File: src/clint_pkg.sv
package clint_pkg;

    // --------------------------------------------------
    // Basic types
    // --------------------------------------------------

    // Byte offset inside the CLINT window
    typedef logic [15:0] reg_addr_t;

    // All CLINT registers are read and written as 64 bits
    typedef logic [63:0] reg_data_t;

    // --------------------------------------------------
    // Register map
    // --------------------------------------------------

    // One msip word per core, starting at the bottom of the window
    localparam reg_addr_t MSIP_BASE     = 16'h0000;

    // One 64-bit mtimecmp per core
    localparam reg_addr_t MTIMECMP_BASE = 16'h4000;

    // Single shared real-time counter
    localparam reg_addr_t MTIME_BASE    = 16'hBFF8;

    // Byte step between the registers of two neighbouring cores
    localparam reg_addr_t REG_STRIDE    = 16'd8;

    // --------------------------------------------------
    // Access decode
    // --------------------------------------------------

    // Which register set a request hits
    // SEL_NONE covers idle cycles and rejected accesses
    typedef enum logic [1:0] {
        SEL_NONE     = 2'd0,
        SEL_MSIP     = 2'd1,
        SEL_MTIMECMP = 2'd2,
        SEL_MTIME    = 2'd3
    } reg_sel_e;

endpackage

File: src/timer_irq_cmp.sv
module timer_irq_cmp #(
    parameter int unsigned NR_CORES = 2
) (
    input  logic                                 clk_i,
    input  logic                                 rst_ni,
    input  clint_pkg::reg_data_t                 mtime_i,
    input  clint_pkg::reg_data_t [NR_CORES-1:0]  mtimecmp_i,
    output logic [NR_CORES-1:0]                  timer_irq_o
);

    // Combinational compare result per core
    logic [NR_CORES-1:0] irq_d;

    // --------------------------------------------------
    // Compare
    // --------------------------------------------------
    always_comb begin
        for (int unsigned i = 0; i < NR_CORES; i++) begin
            // A compare value of zero means the timer is disarmed
            irq_d[i] = (mtimecmp_i[i] != '0) && (mtime_i >= mtimecmp_i[i]);
        end
    end

    // --------------------------------------------------
    // Registered interrupt lines
    // --------------------------------------------------

    // Level stays posted until software moves mtimecmp or mtime
    // so that the compare turns false
    always_ff @(posedge clk_i or negedge rst_ni) begin
        if (!rst_ni) begin
            timer_irq_o <= '0;
        end else begin
            timer_irq_o <= irq_d;
        end
    end

endmodule

File: config.mk
export PLATFORM = sky130hd
export DESIGN_NAME = timer_irq_cmp
export DESIGN_NICKNAME = d
export VERILOG_FILES = /design/src/clint_pkg.sv /design/src/timer_irq_cmp.sv
export SDC_FILE = /design/constraint.sdc
export NUM_CORES = 1
export LEC_CHECK = 0
export BUFFER_PORTS_ARGS = -buffer_cell sky130_fd_sc_hd__buf_4
export CAP_MARGIN = 20
export CORE_MARGIN = 2
export CORE_UTILIZATION = 47
export CTS_BUF_LIST = sky130_fd_sc_hd__clkbuf_4
export CTS_CLUSTER_SIZE = 10
export DETAILED_ROUTE_END_ITERATION = 12
export PLACE_DENSITY = 0.86
export SLEW_MARGIN = 20
export SYNTH_ARGS = -nofsm -noshare
export SYNTH_HDL_FRONTEND = slang
export SYNTH_SLANG_ARGS = --single-unit
File: constraint.sdc
create_clock -name clk_i -period 0.8 [get_ports clk_i]
set_clock_uncertainty 0.05 [all_clocks]
set_input_delay 0.08 -clock clk_i [delete_from_list [all_inputs] [get_ports clk_i]]
set_output_delay 0.08 -clock clk_i [all_outputs]
set_load 0.02 [all_outputs]
# Word level (Yosys, flattened, before mapping)

Index checks and enable logic that the tools add are counted.

Register bits after elaboration: 2
Input bits: 194
Output and inout port bits: 2
Logic and storage cells: 7

Magnitude comparators: 2
Reduce and logical (&&, ||, !) cells: 4

Operators by type and width:

| operator           | number |
|---|---|
| $ge 64x64->1       | 2 |
| $reduce_bool 64->1 | 2 |
| $logic_and 1x1->1  | 2 |

# Logic depth before layout (Yosys ltp)

Gate-level depths: netlist (run 1).

Depth in word-level cells: 2
Mapped depth: 8
Gate-level depth less buffers: 8

# Least setup slack after synthesis (run 1)

OpenSTA, ideal clock, no wires.

Kind: input to register
Start: input mtimecmp_i[55] (netlist name)
End: register timer_irq_o[0]
Setup time: 0.141 ns
Data arrival time: 1.399 ns
Data required time: 0.609 ns
Slack: -0.790 ns
Stages: 8
Path buffers: 0
Path through: inv_1 ha_1 a21oi_1 o21ai_1 a211o_1 o221a_1 a221oi_1 a41oi_1

Longest elaborated chain between the ends: 2
Elaborated cells between the ends (all ways): 3
Classes of those cells: 1 x order compare; 2 x reduce/logical

Ends and longest elaborated chain:

| what                                                      | line                | text |
|---|---|---|
| from (decl)                                               | timer_irq_cmp.sv:7  | `input clint_pkg::reg_data_t [NR_CORES-1:0] mtimecmp_i,` |
| $ge 64x64->1 / $reduce_bool 64->1 (equally long branches) | timer_irq_cmp.sv:20 | `irq_d[i] = (mtimecmp_i[i] != '0) && (mtime_i >= mtimecmp_i[i]);` |
| $logic_and 1x1->1 *                                       | timer_irq_cmp.sv:20 |  |
| net irq_d[0]                                              | timer_irq_cmp.sv:12 | `logic [NR_CORES-1:0] irq_d;` |
| to (signal assigned)                                      | timer_irq_cmp.sv:34 | `timer_irq_o <= irq_d;` |
| to (decl)                                                 | timer_irq_cmp.sv:8  | `output logic [NR_CORES-1:0] timer_irq_o` |

The timed path passes the listed nets; every way through them passes the cells marked *.

# Final worst setup path (run 1)

Start: input mtimecmp_i[106] (netlist name)
End: register timer_irq_o[1]

The elaborated chain is that of the path after synthesis.

==> flow_summary.ini, run 1 <==
[grt]
grt_pass1_vias = 5357
antenna_found_initial = 0
grt_usage = 0.350
grt-ovfl-total = 0
grt_pass1_wl_mm = 23.7
grt_max_degree = 4

[clock_network]
cts_num_sinks = 2
cts_tree = yes
cts_buffer_depth = 2
root_buffer = clkbuf_4
htreeDepth = 1
path_clk_slew_ns = 0.03
numCtsBuffers = 3

[final_layout]
finalNetCount = 1116
reg_top3 = timer_irq_o: 2 flops
regArea_um2 = 50.0
drive_gt1_frac = 0.465
largest_register_ffs = 2
diodes = 0
syn_to_final_growth_pct = 85.0
multi_input_area_um2 = 3530
top_register = timer_irq_o
nFillCells = 333

[detailed_routing]
drt_iter0_markers = 267
vias_per_cell = 5.91
finalWirelength_mm = 17.6
dr_total_vias = 5266
dr.pass1.iters = 6
ant_nets = 0
wire_per_inst_um = 19.7
drc = 0

[die]
row_count = 31
start_util = 0.487
dieArea_um2 = 8230
dieWidth_um = 90.7
fp.coreArea_um2 = 7250
io_pins = 196
die_h_um = 90.7

[synthesis]
yosysUniqueCellTypes = 36
synth_area_leaders = ha_1, inv_1, a21oi_1, nor4_1, nand4_1
syn_nets = 825
ys_seq_area_frac = 0.0142
synth_seq_cells = 2
syn_inst = 503
yosysTopAreaCell = ha_1
syn_avg_cell_area_um2 = 7.03
ys.warnings.count = 0
synth.cell_area_um2 = 3530
synth_top_area_frac = 0.453

[critical_path]
required_ns = 0.89
start_kind = input port
crit_path_end_kind = flip-flop
critPathMaxFanout = 3
critPathArrivalTime_ns = 1.81
worstSetupPathType = in -> reg

[pwr]
finalPower_mw = 3.81
power_density_nw_per_um2 = 582
peakVddDrop_mv = 0.395
p_leak_nw = 3.53

[timing]
min_period_ns = 1.72
setup_viol = 4
setup_ws_ns = -0.918
drv_slew = 0
period_share = 2.15
hold_viol_final = 0
rsz0062_at_grt = yes
max_slew.worst_pin.slew_ns = 0.555
fmax_mhz = 582
setup_tns_ns = -1.96
slew-limit-headroom = 0.626

[job]
cap_viol_max_count = 0

[placed_design]
pre_cts_ws_ns = -1.07
hpwl_mm = 12.6
port-buffer-count = 195
gp_congestion = 0.961

[run_status]
violations = setup timing
outcome = finished with violations

[min_path]
hold_class = in -> async
==> stage by stage <==
stage,std cells,hold slack [ns],utilization,area [um^2]
6_report,891,0.168,0.902,6540
5_1_grt,891,0.170,0.902,6540
4_1_cts,886,0.163,0.853,6180
3_5_place_dp,881,-0.187,0.812,5890
3_3_place_gp,881,-0.186,0.812,5890
2_1_floorplan,503,-0.266,-,3670
==> cell type report <==
type | count | area share
well taps | 99 | 0.0189
flip-flops and latches | 2 | 0.00765
clock buffers | 3 | 0.00344
multi-input cells | 373 | 0.539
inverters | 128 | 0.0808
repair buffers | 286 | 0.350
==> report_power, final <==
part,total [mW],switching (mW),internal [mW]
registers,0.129,0.0142,0.115
logic,3.46,1.63,1.84
clock network,0.218,0.0527,0.165
==> layer usage <==
metal / vias to the layer above / wire (um) / track usage
met5: - / 0 / 0
met4: 0 / 1530 / 0.213
met1: 2401 / 5870 / 0.349
met2: 345 / 8950 / 0.675
met3: 139 / 1230 / 0.0484
li1: 2381 / - / -
==> Yosys cell counts <==
cell         n
nand2_4      1
nor4_4       1
dfrtp_1      2
a2111oi_0    1
a221oi_1     2
a22oi_1      1
o221a_1      1
nor3_1       1
inv_1      128
nand4_1     25
nor4_2       2
nor2b_1      4
and4_1       1
o21ai_0     19
nor4_1      37
ha_1       128
a21o_1       2
nand3b_1     1
and3_1       2
nand4_2      1
or4_1        1
nand2_1     38
a41oi_1      1
o211ai_1     2
nand3_1      5
o21ai_1      3
a211oi_1     7
a31oi_1      2
o41ai_1      2
nor3_2       2
nand4_4      1
a211o_1      2
o21a_1       2
nor2_1      17
nand2b_1     5
a21oi_1     53
==> logic make-up (layout without fill, tap and decap cells) <==
kind of cell,after synthesis,count (layout),share of synthesized area
flip-flops,2,2,0.0142
AO/OA/AOI/OAI,100,100,0.162
AND/OR/NAND/NOR,145,145,0.234
adder cells (fa/ha/maj),128,128,0.453
buffers and inverters,128,417,0.136
==> worst max-delay path: stages <==
cell and delay, ns:
buf_6 0.09, inv_4 0.04, ha_4 0.27, nand4_1 0.18
nor4_4 0.41, nand2_1 0.15, a31oi_1 0.28, o41ai_2 0.13
a21oi_1 0.17
==> worst paths after layout <==
check	from	end	slack, ns
max	mtimecmp_i[106]	timer_irq_o[1]$_DFF_PN0_	-0.92
max in group asynchronous	rst_ni	timer_irq_o[0]$_DFF_PN0_	0.44
min in group clk_i	mtimecmp_i[70]	timer_irq_o[1]$_DFF_PN0_	0.25
min	rst_ni	timer_irq_o[1]$_DFF_PN0_	0.17
==> layout by cell type, fill, tap and decap left out, drive strengths merged, types with 3 or more instances in the layout <==
cell type  synthesis  final
nor3               3      3
a21oi             53     53
nor4              40     40
ha               128    128
clkbuf             0      3
nand2             39     39
nand4             27     27
nand3              5      5
buf                0    285
nor2              17     17
inv              128    128
o21ai             22     22
nand2b             5      5
a211oi             7      7
nor2b              4      4
==> repair_timing <==
item | 4_1_cts | 5_1_grt
endpoints found under the hold margin | 2 | 0
pin swaps | 20 | 29
hold buffers | 1 | 0
setup endpoints to repair | 4 | 4
gates resized for setup | 48 | 65
buffers inserted | 1 | 5
Power figures use the tool's default switching activity.
==> inputs of run 2 (changes only) <==
--- a/config.mk
+++ b/config.mk
@@ -13,6 +13,7 @@
 export CTS_CLUSTER_SIZE = 10
 export DETAILED_ROUTE_END_ITERATION = 12
 export PLACE_DENSITY = 0.86
+export RECOVER_POWER = 100
 export SLEW_MARGIN = 20
 export SYNTH_ARGS = -nofsm -noshare
 export SYNTH_HDL_FRONTEND = slang
==> run 2 against run 1 <==
The flow still finishes with violations (setup timing). Critical path depth is the same. Core utilization shrank 0.052 points. Combinational power is essentially flat. Die area is the same.
==> flow_summary.ini, run 2 (synthesis results as in run 1) <==
[run_status]
outcome = finished with violations
violations = setup timing

[clock_network]
cts_tree = yes
numCtsBuffers = 3
cts_buffer_depth = 2
path_clk_slew_ns = 0.03
htreeDepth = 1
root_buffer = clkbuf_4
cts_num_sinks = 2

[grt]
grt-ovfl-total = 0
grt_pass1_vias = 5357
grt_max_degree = 4
grt_pass1_wl_mm = 23.7
grt_usage = 0.350
antenna_found_initial = 0

[critical_path]
crit_path_end_kind = flip-flop
cp_cell_sequence = buf_6 -> inv_4 -> ha_4 -> nand4_1 -> nor4_4 -> nand2_1 -> a31oi_1 -> o41ai_2 -> a21oi_1
max_stage_delay_ns = 0.41
cp_top_family = simple AND/OR/NAND/NOR gates
path_buf_inv = 2
worstSetupPathType = in -> reg
critPathMaxFanout = 3
start_kind = input port
critPathArrivalTime_ns = 1.80
required_ns = 0.89
cpMaxStageDelayCell = nor4_4

[final_layout]
multi_input_area_um2 = 3530
finalNetCount = 1116
nFillCells = 335
final_cell_mix = buf_4, inv_1, ha_1, a21oi_1
syn_to_final_growth_pct = 84.9
reg_top3 = timer_irq_o: 2 flops
final_cells = 891
top_register = timer_irq_o
largest_register_ffs = 2
post-route-cell-area_um2 = 6540
diodes = 0
regArea_um2 = 50.0
layout_commonest_cell = buf_4
drive_gt1_frac = 0.463

[detailed_routing]
drt_iter0_markers = 300
ant_nets = 0
dr_total_vias = 5259
finalWirelength_mm = 17.5
wire_per_inst_um = 19.6
drc = 0
vias_per_cell = 5.90
dr.pass1.iters = 5

[timing]
setup_ws_ns = -0.911
period_share = 2.14
min_period_ns = 1.71
slew-limit-headroom = 0.632
fin_hold_ws_ns = 0.159
fmax_mhz = 585
rsz0062_at_grt = yes
hold_viol_final = 0
max_slew.worst_pin.slew_ns = 0.547
drv_slew = 0
setup_viol = 4

[placed_design]
place_inst = 881
gp_congestion = 0.961
port-buffer-count = 195
placed_area_um2 = 5890
hpwl_mm = 12.6

[job]
cap_viol_max_count = 0

[min_path]
hold_class = in -> async

[die]
io_pins = 196
dieWidth_um = 90.7
row_count = 31
fp.coreArea_um2 = 7250
dieArea_um2 = 8230
start_util = 0.487
die_h_um = 90.7

[pwr]
peakVddDrop_mv = 0.392
p_leak_nw = 3.53
power_density_nw_per_um2 = 581
-- run 2: cell count changes in the layout (fill, tap and decap cells not counted) --
cell      delta
clkbuf_1     +1
buf_4        -1
-- run 2: worst paths after layout --
check                           startpoint                       end  slack [ns]  cells after the start
max in group asynchronous           rst_ni  timer_irq_o[0]$_DFF_PN0_        0.42                      2
max                        mtimecmp_i[106]  timer_irq_o[1]$_DFF_PN0_       -0.91                      9
min in group clk_i          mtimecmp_i[70]  timer_irq_o[1]$_DFF_PN0_        0.23                      5
min                                 rst_ni  timer_irq_o[1]$_DFF_PN0_        0.16                      2
-- run 2: power breakdown --
group | total [mW] | internal (mW) | switching (mW)
registers | 0.128 | 0.115 | 0.0135
clock network | 0.218 | 0.165 | 0.0529
logic | 3.45 | 1.83 | 1.62
total | 3.80 | 2.11 | 1.69
-- run 2: final cells by class --
class / instances / share of cell area
tap: 99 / 0.0190
clock buffer: 3 / 0.00345
sequential: 2 / 0.00766
inverter: 128 / 0.0808
multi-input combinational: 373 / 0.540
timing repair buffer: 286 / 0.350
-- run 2: per-stage QoR --
step	worst slack, ns	total power, mW	utilization	TNS [ns]
after detailed placement	-1.07	2.97	0.812	-2.11
final	-0.911	3.80	0.901	-1.93
after global routing	-1.02	4.10	0.901	-2.13
after CTS	-0.754	3.36	0.853	-1.70
after floorplan	-0.725	1.33	-	-1.38
after global placement	-1.02	2.80	0.812	-1.97
-- run 2: metal layers --
metal / vias to the layer above / track usage / share of wire
met2: 344 / 0.675 / 0.51
met3: 132 / 0.0484 / 0.077
met5: - / 0 / 0
met1: 2398 / 0.349 / 0.33
met4: 0 / 0.213 / 0.084
li1: 2385 / - / -
-- run 2: what timing repair did --
item                                   in CTS  in global routing
gates resized for setup                    48                 65
setup buffers                               1                  5
endpoints found under the hold margin       2                  0
setup endpoints to repair                   4                  4
pin swaps                                  20                 29
hold buffers                                1                  0
